==> config.mk <==
export PLATFORM = sky130hd
export DESIGN_NAME = csr_unit
export DESIGN_NICKNAME = d
export VERILOG_FILES = /design/src/verilog/csr_pkg.sv /design/src/verilog/csr_access.sv /design/src/verilog/csr_perf_counters.sv /design/src/verilog/csr_req_queue.sv /design/src/verilog/csr_trap_regs.sv /design/src/verilog/csr_unit.sv
export SDC_FILE = /design/constraint.sdc
export NUM_CORES = 1
export LEC_CHECK = 0
export BUFFER_PORTS_ARGS = -buffer_cell sky130_fd_sc_hd__buf_4
export CORE_UTILIZATION = 37
export CTS_BUF_LIST = sky130_fd_sc_hd__clkbuf_8
export DETAILED_ROUTE_END_ITERATION = 12
export GPL_TIMING_DRIVEN = 0
export PLACE_DENSITY_LB_ADDON = 0.2
export SETUP_SLACK_MARGIN = 0.1
export SLEW_MARGIN = 0
export SYNTH_ARGS = -nofsm -noshare
export SYNTH_HDL_FRONTEND = slang
export SYNTH_SLANG_ARGS = --single-unit
==> constraint.sdc <==
create_clock -name clk -period 3.5 [get_ports clk]
set_clock_uncertainty 0.15 [all_clocks]
set_input_delay 0.525 -clock clk [delete_from_list [all_inputs] [get_ports clk]]
set_output_delay 0.525 -clock clk [all_outputs]
set_load 0.005 [all_outputs]
==> src/verilog/csr_pkg.sv <==
// CSR package with opcodes, CSR numbers, structs and machine-mode constants
package csr_pkg;

  localparam int XLEN = 32;

  ////////////////////////////////////////
  // Architectural constants
  ////////////////////////////////////////

  localparam logic [XLEN-1:0] MISA_VALUE         = 32'h4000_1104; // MXL=1, I, M, C
  localparam logic [XLEN-1:0] IRQ_MASK           = 32'hFFFF_0888; // Fast 16..31, MEIE, MTIE, MSIE
  localparam logic [XLEN-1:0] MCOUNTINHIBIT_MASK = 32'h0000_0005; // CY and IR only

  localparam int MSTATUS_MIE_BIT  = 3;
  localparam int MSTATUS_MPIE_BIT = 7;
  localparam int INHIBIT_CY_BIT   = 0;  // mcycle
  localparam int INHIBIT_IR_BIT   = 2;  // minstret

  ////////////////////////////////////////
  // Opcodes and CSR numbers
  ////////////////////////////////////////

  typedef enum logic [1:0] {
    CSR_OP_READ  = 2'b00,
    CSR_OP_WRITE = 2'b01,
    CSR_OP_SET   = 2'b10,
    CSR_OP_CLEAR = 2'b11
  } csr_op_e;

  typedef enum logic [11:0] {
    CSR_MSTATUS       = 12'h300,
    CSR_MISA          = 12'h301,
    CSR_MIE           = 12'h304,
    CSR_MTVEC         = 12'h305,
    CSR_MCOUNTINHIBIT = 12'h320,
    CSR_MSCRATCH      = 12'h340,
    CSR_MEPC          = 12'h341,
    CSR_MCAUSE        = 12'h342,
    CSR_MIP           = 12'h344,
    CSR_MCYCLE        = 12'hB00,
    CSR_MINSTRET      = 12'hB02,
    CSR_MCYCLEH       = 12'hB80,
    CSR_MINSTRETH     = 12'hB82,
    CSR_MHARTID       = 12'hF14
  } csr_addr_e;

  ////////////////////////////////////////
  // Structs
  ////////////////////////////////////////

  typedef struct packed {
    csr_op_e         op;
    csr_addr_e       addr;
    logic [XLEN-1:0] wdata;
  } csr_req_t;

  typedef struct packed {
    logic [XLEN-1:0] rdata;   // Old value of the CSR
    logic            illegal; // Unknown address
  } csr_rsp_t;

  typedef struct packed {
    logic [31:8] zero2;
    logic        mpie;
    logic [6:4]  zero1;
    logic        mie;
    logic [2:0]  zero0;
  } mstatus_t;

  typedef struct packed {
    logic [31:8] base;
    logic [7:2]  zero;
    logic [1:0]  mode;  // Only bit 0 writable
  } mtvec_t;

  typedef struct packed {
    logic            save_cause;
    logic            restore_mret;
    logic [5:0]      cause;  // Interrupt flag in bit 5, code below
    logic [XLEN-1:0] pc;
  } trap_ctrl_t;

  // One-hot software write strobe plus data
  typedef struct packed {
    logic            mstatus;
    logic            mie;
    logic            mtvec;
    logic            mscratch;
    logic            mepc;
    logic            mcause;
    logic            mcountinhibit;
    logic            mcycle;
    logic            mcycleh;
    logic            minstret;
    logic            minstreth;
    logic [XLEN-1:0] data;
  } csr_wr_t;

  typedef struct packed {
    mstatus_t        mstatus;
    logic [XLEN-1:0] mie;
    mtvec_t          mtvec;
    logic [XLEN-1:0] mscratch;
    logic [XLEN-1:0] mepc;
    logic [XLEN-1:0] mcause;
  } trap_vals_t;

  typedef struct packed {
    logic [XLEN-1:0]   mcountinhibit;
    logic [2*XLEN-1:0] mcycle;
    logic [2*XLEN-1:0] minstret;
  } cnt_vals_t;

endpackage

==> src/verilog/csr_access.sv <==
// CSR access logic: decode head request, read old value, drive write strobe, respond
module csr_access import csr_pkg::*; #(
  parameter logic [XLEN-1:0] HART_ID = '0
) (
  input  logic            clk,
  input  logic            rst_n,
  input  logic            head_valid_i,
  input  csr_req_t        head_i,
  input  logic [XLEN-1:0] mip_i,
  input  trap_vals_t      trap_vals_i,
  input  cnt_vals_t       cnt_vals_i,
  output logic            pop_o,
  output csr_wr_t         wr_o,
  output logic            rsp_valid_o,
  output csr_rsp_t        rsp_o
);

  logic [XLEN-1:0] old_val;   // Read mux result
  logic [XLEN-1:0] new_val;   // Value after op
  logic            illegal;
  logic            do_write;
  logic            rsp_valid_q;
  csr_rsp_t        rsp_q;

  assign pop_o = head_valid_i;  // Single-cycle access, always accept

  ////////////////////////////////////////
  // Read mux
  ////////////////////////////////////////

  always_comb begin
    old_val = '0;
    illegal = 1'b0;
    case (head_i.addr)
      CSR_MSTATUS:       old_val = trap_vals_i.mstatus;
      CSR_MISA:          old_val = MISA_VALUE;
      CSR_MIE:           old_val = trap_vals_i.mie;
      CSR_MTVEC:         old_val = trap_vals_i.mtvec;
      CSR_MCOUNTINHIBIT: old_val = cnt_vals_i.mcountinhibit;
      CSR_MSCRATCH:      old_val = trap_vals_i.mscratch;
      CSR_MEPC:          old_val = trap_vals_i.mepc;
      CSR_MCAUSE:        old_val = trap_vals_i.mcause;
      CSR_MIP:           old_val = mip_i & IRQ_MASK;  // Only implemented lines
      CSR_MCYCLE:        old_val = cnt_vals_i.mcycle[XLEN-1:0];
      CSR_MCYCLEH:       old_val = cnt_vals_i.mcycle[2*XLEN-1:XLEN];
      CSR_MINSTRET:      old_val = cnt_vals_i.minstret[XLEN-1:0];
      CSR_MINSTRETH:     old_val = cnt_vals_i.minstret[2*XLEN-1:XLEN];
      CSR_MHARTID:       old_val = HART_ID;
      default:           illegal = 1'b1;  // Reads zero
    endcase
  end

  ////////////////////////////////////////
  // Op and write strobe
  ////////////////////////////////////////

  always_comb begin
    new_val  = head_i.wdata;
    do_write = 1'b1;
    case (head_i.op)
      CSR_OP_WRITE: new_val = head_i.wdata;
      CSR_OP_SET:   new_val = old_val | head_i.wdata;
      CSR_OP_CLEAR: new_val = old_val & ~head_i.wdata;
      default:      do_write = 1'b0;  // READ
    endcase
  end

  // Legalizing is left to the register blocks
  always_comb begin
    wr_o      = '0;
    wr_o.data = new_val;
    if (head_valid_i && do_write) begin
      case (head_i.addr)
        CSR_MSTATUS:       wr_o.mstatus       = 1'b1;
        CSR_MIE:           wr_o.mie           = 1'b1;
        CSR_MTVEC:         wr_o.mtvec         = 1'b1;
        CSR_MSCRATCH:      wr_o.mscratch      = 1'b1;
        CSR_MEPC:          wr_o.mepc          = 1'b1;
        CSR_MCAUSE:        wr_o.mcause        = 1'b1;
        CSR_MCOUNTINHIBIT: wr_o.mcountinhibit = 1'b1;
        CSR_MCYCLE:        wr_o.mcycle        = 1'b1;
        CSR_MCYCLEH:       wr_o.mcycleh       = 1'b1;
        CSR_MINSTRET:      wr_o.minstret      = 1'b1;
        CSR_MINSTRETH:     wr_o.minstreth     = 1'b1;
        default: ;  // misa, mip, mhartid and unknown are read-only
      endcase
    end
  end

  ////////////////////////////////////////
  // Response register
  ////////////////////////////////////////

  always_ff @(posedge clk or negedge rst_n) begin
    if (!rst_n) begin
      rsp_valid_q <= 1'b0;
    end else begin
      rsp_valid_q <= pop_o;
    end
  end

  always_ff @(posedge clk) begin
    if (pop_o) begin
      rsp_q.rdata   <= old_val;  // Old value, as the ISA requires
      rsp_q.illegal <= illegal;
    end
  end

  assign rsp_valid_o = rsp_valid_q;
  assign rsp_o       = rsp_q;

endmodule

==> src/verilog/csr_perf_counters.sv <==
// mcycle and minstret counters with mcountinhibit and split 32-bit writes
module csr_perf_counters import csr_pkg::*; (
  input  logic      clk,
  input  logic      rst_n,
  input  csr_wr_t   wr_i,
  input  logic      retire_i,   // One instruction retired this cycle
  output cnt_vals_t cnt_vals_o
);

  logic [XLEN-1:0]   mcountinhibit_q;
  logic [2*XLEN-1:0] mcycle_q;
  logic [2*XLEN-1:0] minstret_q;
  logic              cycle_inc;
  logic              instret_inc;

  // Next counter value, a half write wins over the increment
  function automatic logic [2*XLEN-1:0] cnt_next(
    input logic [2*XLEN-1:0] cnt,
    input logic              wr_lo,
    input logic              wr_hi,
    input logic              inc,
    input logic [XLEN-1:0]   data
  );
    logic [2*XLEN-1:0] nxt;
    nxt = cnt;
    if (wr_lo) begin
      nxt[XLEN-1:0] = data;
    end else if (wr_hi) begin
      nxt[2*XLEN-1:XLEN] = data;
    end else if (inc) begin
      nxt = cnt + 1'b1;
    end
    return nxt;
  endfunction

  assign cycle_inc   = ~mcountinhibit_q[INHIBIT_CY_BIT];
  assign instret_inc = ~mcountinhibit_q[INHIBIT_IR_BIT] & retire_i;

  ////////////////////////////////////////
  // Inhibit and counters
  ////////////////////////////////////////

  always_ff @(posedge clk or negedge rst_n) begin
    if (!rst_n) begin
      mcountinhibit_q <= MCOUNTINHIBIT_MASK;  // Stopped out of reset
    end else if (wr_i.mcountinhibit) begin
      mcountinhibit_q <= wr_i.data & MCOUNTINHIBIT_MASK;
    end
  end

  always_ff @(posedge clk or negedge rst_n) begin
    if (!rst_n) begin
      mcycle_q   <= '0;
      minstret_q <= '0;
    end else begin
      mcycle_q   <= cnt_next(mcycle_q, wr_i.mcycle, wr_i.mcycleh, cycle_inc, wr_i.data);
      minstret_q <= cnt_next(minstret_q, wr_i.minstret, wr_i.minstreth, instret_inc,
                             wr_i.data);
    end
  end

  assign cnt_vals_o = '{
    mcountinhibit: mcountinhibit_q,
    mcycle:        mcycle_q,
    minstret:      minstret_q
  };

endmodule

==> src/verilog/csr_req_queue.sv <==
// Request queue, a circular FIFO returning one credit per released entry
module csr_req_queue import csr_pkg::*; #(
  parameter int QUEUE_DEPTH = 2
) (
  input  logic     clk,
  input  logic     rst_n,
  input  logic     push_i,        // Only while the sender holds a credit
  input  csr_req_t req_i,
  output logic     head_valid_o,
  output csr_req_t head_o,
  output logic     credit_o,      // One pulse per pop
  input  logic     pop_i
);

  localparam int PTR_W = (QUEUE_DEPTH > 1) ? $clog2(QUEUE_DEPTH) : 1;
  localparam int CNT_W = $clog2(QUEUE_DEPTH + 1);

  csr_req_t         mem_q [QUEUE_DEPTH];
  logic [PTR_W-1:0] wr_ptr_q;
  logic [PTR_W-1:0] rd_ptr_q;
  logic [CNT_W-1:0] count_q;    // Entries held
  logic             credit_q;
  logic             pop;

  // Wrap at depth, which need not be a power of two
  function automatic logic [PTR_W-1:0] ptr_inc(input logic [PTR_W-1:0] ptr);
    logic [PTR_W-1:0] nxt;
    if (ptr == PTR_W'(QUEUE_DEPTH - 1)) begin
      nxt = '0;
    end else begin
      nxt = ptr + 1'b1;
    end
    return nxt;
  endfunction

  assign pop = pop_i & head_valid_o;  // Ignore a pop on empty

  // Storage
  always_ff @(posedge clk) begin
    if (push_i) begin
      mem_q[wr_ptr_q] <= req_i;
    end
  end

  // Pointers, fill level and credit return
  always_ff @(posedge clk or negedge rst_n) begin
    if (!rst_n) begin
      wr_ptr_q <= '0;
      rd_ptr_q <= '0;
      count_q  <= '0;
      credit_q <= 1'b0;
    end else begin
      if (push_i) wr_ptr_q <= ptr_inc(wr_ptr_q);
      if (pop) rd_ptr_q <= ptr_inc(rd_ptr_q);
      count_q  <= count_q + CNT_W'(push_i) - CNT_W'(pop);
      credit_q <= pop;  // Lines up with the registered response
    end
  end

  assign head_valid_o = (count_q != '0);
  assign head_o       = mem_q[rd_ptr_q];
  assign credit_o     = credit_q;

endmodule

==> src/verilog/csr_trap_regs.sv <==
// Machine trap registers with trap entry and mret taking priority over software
module csr_trap_regs import csr_pkg::*; #(
  parameter logic [XLEN-1:0] MTVEC_RESET = '0
) (
  input  logic            clk,
  input  logic            rst_n,
  input  csr_wr_t         wr_i,
  input  trap_ctrl_t      trap_i,
  output trap_vals_t      trap_vals_o,
  output logic [XLEN-1:0] mie_o,
  output mtvec_t          mtvec_o,
  output logic [XLEN-1:0] mepc_o,
  output logic            irq_enable_o
);

  mstatus_t        mstatus_q;
  logic [XLEN-1:0] mie_q;
  mtvec_t          mtvec_q;
  logic [XLEN-1:0] mscratch_q;
  logic [XLEN-1:0] mepc_q;
  logic [XLEN-1:0] mcause_q;

  mstatus_t        mstatus_wr;  // Legalized software values
  mtvec_t          mtvec_wr;

  always_comb begin
    mstatus_wr      = '0;
    mstatus_wr.mie  = wr_i.data[MSTATUS_MIE_BIT];
    mstatus_wr.mpie = wr_i.data[MSTATUS_MPIE_BIT];
    mtvec_wr        = '0;
    mtvec_wr.base   = wr_i.data[31:8];
    mtvec_wr.mode   = {1'b0, wr_i.data[0]};  // Direct or vectored
  end

  ////////////////////////////////////////
  // Trap state
  ////////////////////////////////////////

  always_ff @(posedge clk or negedge rst_n) begin
    if (!rst_n) begin
      mstatus_q <= '0;
      mepc_q    <= '0;
      mcause_q  <= '0;
    end else if (trap_i.save_cause) begin
      mstatus_q.mpie <= mstatus_q.mie;  // Stack interrupt enable
      mstatus_q.mie  <= 1'b0;
      mepc_q         <= trap_i.pc;
      mcause_q       <= {trap_i.cause[5], 26'd0, trap_i.cause[4:0]};
    end else if (trap_i.restore_mret) begin
      mstatus_q.mie  <= mstatus_q.mpie; // Unstack
      mstatus_q.mpie <= 1'b1;
    end else begin
      if (wr_i.mstatus) mstatus_q <= mstatus_wr;
      if (wr_i.mepc) mepc_q <= wr_i.data & ~32'd1;  // Halfword aligned
      if (wr_i.mcause) mcause_q <= {wr_i.data[31], 26'd0, wr_i.data[4:0]};
    end
  end

  ////////////////////////////////////////
  // Software-only registers
  ////////////////////////////////////////

  always_ff @(posedge clk or negedge rst_n) begin
    if (!rst_n) begin
      mie_q      <= '0;
      mtvec_q    <= mtvec_t'(MTVEC_RESET);
      mscratch_q <= '0;
    end else begin
      if (wr_i.mie) mie_q <= wr_i.data & IRQ_MASK;
      if (wr_i.mtvec) mtvec_q <= mtvec_wr;
      if (wr_i.mscratch) mscratch_q <= wr_i.data;
    end
  end

  // Values for the read mux
  assign trap_vals_o = '{
    mstatus:  mstatus_q,
    mie:      mie_q,
    mtvec:    mtvec_q,
    mscratch: mscratch_q,
    mepc:     mepc_q,
    mcause:   mcause_q
  };

  assign mie_o        = mie_q;
  assign mtvec_o      = mtvec_q;
  assign mepc_o       = mepc_q;
  assign irq_enable_o = mstatus_q.mie;  // Global enable straight from mstatus

endmodule

==> src/verilog/csr_unit.sv <==
// Machine-mode CSR unit with a credit-based request port and trap interface
module csr_unit import csr_pkg::*; #(
  parameter int              QUEUE_DEPTH = 2,
  parameter logic [XLEN-1:0] HART_ID     = '0,
  parameter logic [XLEN-1:0] MTVEC_RESET = 32'h0000_1001  // Base 0x1000, vectored
) (
  input  logic            clk,
  input  logic            rst_n,
  // Request and response
  input  logic            req_valid_i,
  input  csr_req_t        req_i,
  output logic            credit_o,
  output logic            rsp_valid_o,
  output csr_rsp_t        rsp_o,
  // Core side
  input  logic [XLEN-1:0] mip_i,
  input  trap_ctrl_t      trap_i,
  input  logic            retire_i,
  output logic [XLEN-1:0] mie_o,
  output mtvec_t          mtvec_o,
  output logic [XLEN-1:0] mepc_o,
  output logic            irq_enable_o
);

  logic       head_valid;
  csr_req_t   head;
  logic       pop;
  csr_wr_t    wr;         // Shared write strobe
  trap_vals_t trap_vals;
  cnt_vals_t  cnt_vals;

  csr_req_queue #(
    .QUEUE_DEPTH (QUEUE_DEPTH)
  ) u_queue (
    .clk          (clk),
    .rst_n        (rst_n),
    .push_i       (req_valid_i),
    .req_i        (req_i),
    .head_valid_o (head_valid),
    .head_o       (head),
    .credit_o     (credit_o),
    .pop_i        (pop)
  );

  csr_access #(
    .HART_ID (HART_ID)
  ) u_access (
    .clk          (clk),
    .rst_n        (rst_n),
    .head_valid_i (head_valid),
    .head_i       (head),
    .mip_i        (mip_i),
    .trap_vals_i  (trap_vals),
    .cnt_vals_i   (cnt_vals),
    .pop_o        (pop),
    .wr_o         (wr),
    .rsp_valid_o  (rsp_valid_o),
    .rsp_o        (rsp_o)
  );

  csr_trap_regs #(
    .MTVEC_RESET (MTVEC_RESET)
  ) u_trap_regs (
    .clk          (clk),
    .rst_n        (rst_n),
    .wr_i         (wr),
    .trap_i       (trap_i),
    .trap_vals_o  (trap_vals),
    .mie_o        (mie_o),
    .mtvec_o      (mtvec_o),
    .mepc_o       (mepc_o),
    .irq_enable_o (irq_enable_o)
  );

  csr_perf_counters u_counters (
    .clk        (clk),
    .rst_n      (rst_n),
    .wr_i       (wr),
    .retire_i   (retire_i),
    .cnt_vals_o (cnt_vals)
  );

endmodule
==> results of run 1 <==
layer usage:
layer	routed length [µm]	share of wire
met5	13	0.00014
met4	5620	0.060
met3	9740	0.10
met2	41900	0.44
met1	37200	0.39
layout by cell type (no fill, tap or decap), drive strengths merged, types with 11 or more instances in the layout:
cell           n
nor2b         11
nand2         96
a21oi        144
o211ai        27
a211oi        16
xor2          32
and3          33
and2          16
nor3          47
nor4          22
and4          18
nand4         46
o21ai        123
nand3         78
edfxtp       125
a31oi         40
xnor2         31
a22oi         93
nor2         192
mux2i         78
o22ai         16
dfrtp        247
conb          20
o221ai        20
inv           52
buf          444
clkbuf       150
a22o          55
dlygate4sd3   87
cell usage after synthesis (all sizes together) (46+ instances only):
library cell / count
a22oi: 93
clkbuf: 70
o21ai: 123
nor2: 192
a21oi: 144
dfrtp: 247
edfxtp: 125
nand2: 96
nand4: 46
nor3: 47
nand3: 78
a22o: 55
mux2i: 78
buf: 148
repair_timing:
item	in CTS	in global routing
gates cloned	0	0
pin swaps	30	14
gates resized for setup	172	85
hold buffers	87	0
buffers inserted	53	19
setup endpoints to repair	273	212
hold endpoints to repair	196	0
final cells by class:
cell class / instances / area [µm²] / area share
tap: 696 / 871 / 0.0319
timing repair buffer: 384 / 3390 / 0.124
inverter: 23 / 86.3 / 0.00316
clock buffer: 83 / 1140 / 0.0418
sequential: 376 / 10000 / 0.368
multi-input combinational: 1417 / 10000 / 0.366
clock inverter: 45 / 339 / 0.0124
buffer: 216 / 1440 / 0.0528
cell families (layout without fill, tap and decap cells):
| family | after synthesis | after routing |
|---|---|---|
| other cells | 1 | 20 |
| mux | 85 | 85 |
| fa+ha+maj | 3 | 3 |
| simple gates | 614 | 614 |
| flops | 376 | 376 |
| xor+xnor | 63 | 63 |
| buf+inv | 241 | 751 |
| compound gates | 632 | 632 |
through the flow:
step	worst slack [ps]	setup TNS [ps]
after floorplan	324	0
after detailed placement	-1590	-183850
final	89.4	0
after CTS	63.9	0
after global routing	51.6	0
after global placement	-1540	-381030
power groups by stage:
stage / Clock, mW / Sequential, mW / Combinational, mW
2_1_floorplan: 0 / 5.31 / 2.26
3_3_place_gp: 0 / 5.46 / 4.14
5_1_grt: 4.88 / 5.44 / 5.84
3_5_place_dp: 0 / 5.45 / 4.23
6_report: 4.65 / 5.43 / 5.70
4_1_cts: 4.68 / 5.38 / 5.26
state kept, by name (all words and copies together) (netlist names):
name,cells
u_queue.count_q,2
u_queue.rd_ptr_q,1
u_counters.minstret_q,64
u_queue.wr_ptr_q,1
u_trap_regs.mie_o,19
u_trap_regs.mcause_q,6
u_queue.mem_q,92
u_counters.mcountinhibit_q,2
u_trap_regs.mtvec_o,25
u_access.rsp_o,33
u_access.rsp_valid_o,1
u_counters.mcycle_q,64
u_trap_regs.mepc_o,32
u_trap_regs.irq_enable_o,1
u_trap_regs.mscratch_q,32
u_trap_regs.trap_vals_o,1
worst max-delay path, delay by kind of cell, from the launching register on:
family          cells  cell delay (ps)
compound gates      6             1560
flops               1              480
buf+inv             4              870
simple gates        1              180
worst max path at each step:
stage,start,end,cells past startpoint
after floorplan,req_valid_i,u_queue.mem_q[0][0],1
after global placement,u_queue.rd_ptr_q,u_counters.minstret_q[37],9
after detailed placement,u_queue.rd_ptr_q,u_counters.minstret_q[37],9
after CTS,u_queue.rd_ptr_q,u_counters.mcycle_q[52],9
after global routing,u_queue.rd_ptr_q,u_counters.mcycle_q[57],9
final,u_queue.rd_ptr_q,u_counters.mcycle_q[60],11
==> run_results.csv, run 1 <==
group,metric,value,unit
status,outcome,"completed",
cells_and_area,syn_to_final_growth,33.8,%
clock_tree,cts.path.max_buffers,3,
sta,period_share,0.974,
clock_tree,worstSkewPairLatency,680,ps
sta,setup_viol,0,
pwr,p_switching,6.17,mW
yosys,synth_xor_xnor_area_share,0.0270,
yosys,synthMuxAreaShare,0.0421,
yosys,synth_compound_area_frac,0.215,
global_routing,grt_start_max_net_pins,100,
cells_and_area,fillers,4893,
pwr,p_total,15.8,mW
yosys,synthTopCellsByArea,"dfrtp_1, edfxtp_1, buf_4, mux2i_1, a21oi_1",
yosys,synth_top_area_cell,"dfrtp_1",
placement,hpwl,69100,µm
sta,rsz0062_at_grt,"yes",
min_path,hp-class,"input port to register",
pwr,p_clk_frac,0.295,
global_routing,grt_use_met3,0.0681,
floorplanning,die_h,237,µm
global_routing,grt_usage,0.331,
sta,hold_viol_final,0,
yosys,synthAdderAreaFrac,0.00184,
setup_path,reg2reg_from,"u_queue.rd_ptr_q",
pwr,irDropWorstVdd,0.450,mV
setup_path,r2r-end,"u_counters.mcycle_q[60]",
setup_path,critPathKind,"register to register",
pwr,p_leak,11.2,nW
yosys,synth_top_area_share,0.303,
setup_path,crit_required,3890,ps
cells_and_area,finalNonFillerCells,3240,
clock_tree,tritoncts,"built",
clock_tree,clk_pin_slew,70,ps
setup_path,slowest_stage,"dfrtp_2",
yosys,synthSimpleGateAreaFrac,0.155,
global_routing,antenna_found_initial,4,
floorplanning,core-area,54100,µm²
yosys,ys_warn_count,0,
setup_path,reg2reg_depth,11,
detailed_routing,drc,0,
floorplanning,die_area,56100,µm²
pwr,p_per_area,578,nW/µm²
clock_tree,cts-htree-levels,3,
yosys,synth_seq_cells,376,
sta,max_slew_margin,0.102,
cells_and_area,final_area,27300,µm²
detailed_routing,drtAntennaViolNets,0,
pwr,internal-power,9.61,mW
setup_path,r2r_slack,90,ps
yosys,synth_seq_area_share,0.492,
global_routing,grt_pass1_vias,19775,
yosys,postSynthCellCount,2015,
placement,io_buffers,220,
cells_and_area,layout-drive-gt1-share,0.293,
detailed_routing,drtIter0Drc,2684,
cells_and_area,final_core_util,0.505,
setup_path,critical_path.max_stage_delay,480,ps
sta,worst_pin_slew,1350,ps
pwr,pwr-share-seq,0.344,
setup_path,critPathMaxFanout,10,
floorplanning,start_util,0.377,
placement,dpl_cell_area,23200,µm²
setup_path,crit_path_end_kind,"register",
yosys,synth_area,20400,µm²
detailed_routing,firstDrtPassIters,8,
global_routing,met2_usage,0.509,
clock_tree,cts.sinks,376,
clock_tree,root_buffer,"clkbuf_8",
global_routing,grt_overflow,0,
yosys,synth_top_family_by_area,"compound AO/OA/AOI/OAI gates",
setup_path,crit_path_start_kind,"register",
yosys,synth_cell_types,98,
setup_path,crit_chain,"and3b_1, clkbuf_2, a22o_1, clkbuf_2, buf_4, a22oi_1, o22ai_1, a211o_1, a31oi_2, buf_12, o221ai_1",
yosys,syn_area_per_cell,10.1,µm²
detailed_routing,wl_per_cell,29.1,µm
setup_path,crit_top_cell,"clkbuf_2",
floorplanning,rows,85,
min_path,hold_depth,4,
flow_run,maxCapViolations,0,
global_routing,use_met1,0.439,
cells_and_area,final_nets,2613,
yosys,synthFlopType,"dfrtp_1",
sta,max_freq,293,MHz
global_routing,grt_pass1_wl,135000,µm
sta,fin_crit,3410,ps
sta,hold_ws,110,ps
yosys,synth_edf_count,125,
pwr,swShare,0.391,
detailed_routing,num_vias,20228,
global_routing,top_usage_layer,"met2",
floorplanning,dieWidth,237,µm
setup_path,arrival,3800,ps
floorplanning,io_pins,254,
placement,dp_cells,2955,
min_path,holdCritStartpoint,"trap_i[39]",
clock_tree,numCtsBuffers,70,
yosys,synth-async-reset-ratio,0.668,
min_path,holdPathEnd,"u_trap_regs.irq_enable_o",
detailed_routing,vias_per_cell,6.24,
detailed_routing,drt_wl_total,94400,µm
pwr,p_comb_frac,0.361,
sta,slew_viol_final,0,
cells_and_area,diodes,0,
placement,gp_congestion,1.03,
Note: power is estimated with default switching activity, not from simulation.
==> run 2, diff against run 1 <==
==> constraint.sdc (replaced) <==
create_clock -name clk -period 3.5 [get_ports clk]
set_clock_uncertainty 0.15 [all_clocks]
set_input_delay 0.35 -clock clk [delete_from_list [all_inputs] [get_ports clk]]
set_output_delay 0.35 -clock clk [all_outputs]
set_load 0.005 [all_outputs]
==> run_results.csv, run 2 (synthesized netlist as in run 1, its figures left out) <==
group,metric,value,unit
cells_and_area,reg_top3,"u_queue.mem_q: 92 flops, u_counters.mcycle_q: 64 flops, u_counters.minstret_q: 64 flops",
sta,rsz0062_at_grt,"yes",
detailed_routing,firstDrtPassIters,6,
detailed_routing,drt_wl_total,94400,µm
setup_path,crit_required,3880,ps
pwr,p_per_area,577,nW/µm²
cells_and_area,final_nets,2611,
flow_run,maxCapViolations,0,
sta,worst_pin_slew,1370,ps
setup_path,reg2reg_depth,11,
sta,max_freq,292,MHz
cells_and_area,fillers,4892,
floorplanning,rows,85,
cells_and_area,final_core_util,0.504,
pwr,swShare,0.391,
floorplanning,start_util,0.377,
cells_and_area,regMostFlops,"u_queue.mem_q",
pwr,internal-power,9.59,mW
setup_path,critical_path.max_stage_delay,480,ps
global_routing,grt_usage,0.332,
clock_tree,numCtsBuffers,70,
setup_path,slowest_stage,"dfrtp_2",
setup_path,critPathMaxFanout,10,
detailed_routing,drtAntennaViolNets,0,
cells_and_area,diodes,0,
cells_and_area,layout-drive-gt1-share,0.291,
setup_path,critPathKind,"register to register",
clock_tree,worstSkewPairLatency,690,ps
setup_path,crit_top_cell,"clkbuf_2",
global_routing,grt_start_max_net_pins,100,
floorplanning,die_area,56100,µm²
global_routing,antenna_found_initial,4,
pwr,pwr-share-seq,0.345,
setup_path,arrival,3810,ps
clock_tree,root_buffer,"clkbuf_8",
setup_path,r2r-end,"u_counters.mcycle_q[60]",
sta,setup_viol,0,
detailed_routing,drtIter0Drc,2868,
sta,fin_crit,3430,ps
cells_and_area,final_cell_mix,"buf_4, dfrtp_1, nor2_1",
floorplanning,die_h,237,µm
placement,gp_congestion,1.03,
clock_tree,tritoncts,"built",
clock_tree,cts.path.max_buffers,3,
clock_tree,cts-htree-levels,3,
setup_path,crit_chain,"and3b_1, clkbuf_2, a22o_1, clkbuf_2, buf_4, a22oi_1, o22ai_1, a211o_1, a31oi_2, buf_12, o221ai_1",
detailed_routing,vias_per_cell,6.25,
global_routing,grt_pass1_wl,135000,µm
sta,slew_viol_final,0,
clock_tree,clk_pin_slew,70,ps
setup_path,crit_path_end_kind,"register",
global_routing,grt_pass1_vias,19777,
setup_path,crit_path_start_kind,"register",
placement,hpwl,69100,µm
sta,max_slew_margin,0.0876,
detailed_routing,num_vias,20234,
clock_tree,cts.sinks,376,
floorplanning,io_pins,254,
pwr,p_clk_frac,0.295,
cells_and_area,multi_input_area,9960,µm²
pwr,p_leak,11.2,nW
setup_path,reg2reg_from,"u_queue.rd_ptr_q",
global_routing,grt_overflow,0,
cells_and_area,regArea,10000,µm²
sta,fin_tns_setup,0,ps
detailed_routing,wl_per_cell,29.2,µm
floorplanning,dieWidth,237,µm
sta,period_share,0.980,
cells_and_area,final_common_cell,"buf_4",
pwr,irDropWorstVdd,0.459,mV
cells_and_area,syn_to_final_growth,33.5,%
min_path,hp-class,"input port to asynchronous set/reset pin",
floorplanning,core-area,54100,µm²
placement,io_buffers,220,
cells_and_area,largest_register_ffs,92,
pwr,p_total,15.7,mW
sta,hold_viol_final,0,
pwr,p_switching,6.15,mW
setup_path,r2r_slack,70,ps
pwr,p_comb_frac,0.360,
status,outcome,"completed",
detailed_routing,drc,0,
==> run 2: cell types whose count changed in the layout (fill, tap and decap cells not counted), sizes merged <==
cell,previous run,this run
clkbuf,150,149
dlygate4sd3,87,89
buf,444,441
==> run 2: routing by layer <==
layer	GRT usage	vias up	part of all wire
met4	0.179	2	0.058
met3	0.0681	317	0.11
met2	0.510	1356	0.45
met5	0	-	0.00014
met1	0.439	10026	0.39
li1	-	8533	-
==> run 2: power by group through the flow <==
stage	Sequential, mW	Clock (mW)	Combinational [mW]
final	5.42	4.64	5.67
after global routing	5.44	4.88	5.81
after CTS	5.38	4.68	5.26
after detailed placement	5.45	0	4.23
after global placement	5.46	0	4.14
after floorplan	5.31	0	2.26
==> run 2: cell type report <==
class,count,share of cell area
Sequential cell,376,0.368
Multi-Input combinational cell,1417,0.365
Timing Repair Buffer,382,0.124
Buffer,216,0.0526
Clock buffer,83,0.0419
Tap cell,696,0.0319
Clock inverter,45,0.0124
Inverter,23,0.00317
==> run 2: worst max path at each step <==
stage	start	endpoint	slack (ps)	cells past startpoint
after CTS	u_queue.rd_ptr_q	u_counters.mcycle_q[52]	60	9
final	u_queue.rd_ptr_q	u_counters.mcycle_q[60]	70	11
after global routing	u_queue.rd_ptr_q	u_trap_regs.mcause_q[4]	50	10
after detailed placement	u_queue.rd_ptr_q	u_counters.minstret_q[37]	-1590	9
after floorplan	u_queue.wr_ptr_q	u_queue.mem_q[0][0]	440	1
after global placement	u_queue.rd_ptr_q	u_counters.minstret_q[37]	-1540	9
==> run 2: what timing repair did <==
item / in CTS / in global routing
resized for setup: 172 / 71
buffers inserted: 53 / 15
endpoints found under the setup margin: 273 / 211
hold buffers: 89 / 0
cloned: 0 / 0
pin swaps: 30 / 13
hold endpoints to repair: 200 / 0
==> run 2: stage by stage <==
step / setup slack, ps / cell area, µm² / cells / hold WS, ps
6_report: 70.1 / 27300 / 3238 / 92.7
2_1_floorplan: 438 / 20500 / 2034 / -95.6
4_1_cts: 63.9 / 26800 / 3224 / 77.7
5_1_grt: 50.8 / 27300 / 3238 / 126
3_3_place_gp: -1540 / 23000 / 2950 / 317
3_5_place_dp: -1590 / 23200 / 2955 / 196
==> run 2: critical path: cells and delay by family (launching register included) <==
family	cells	cell delay, ps
buffers and inverters	4	890
AOI/OAI and AO/OA	6	1550
and+or+nand+nor	1	190
DFF	1	480
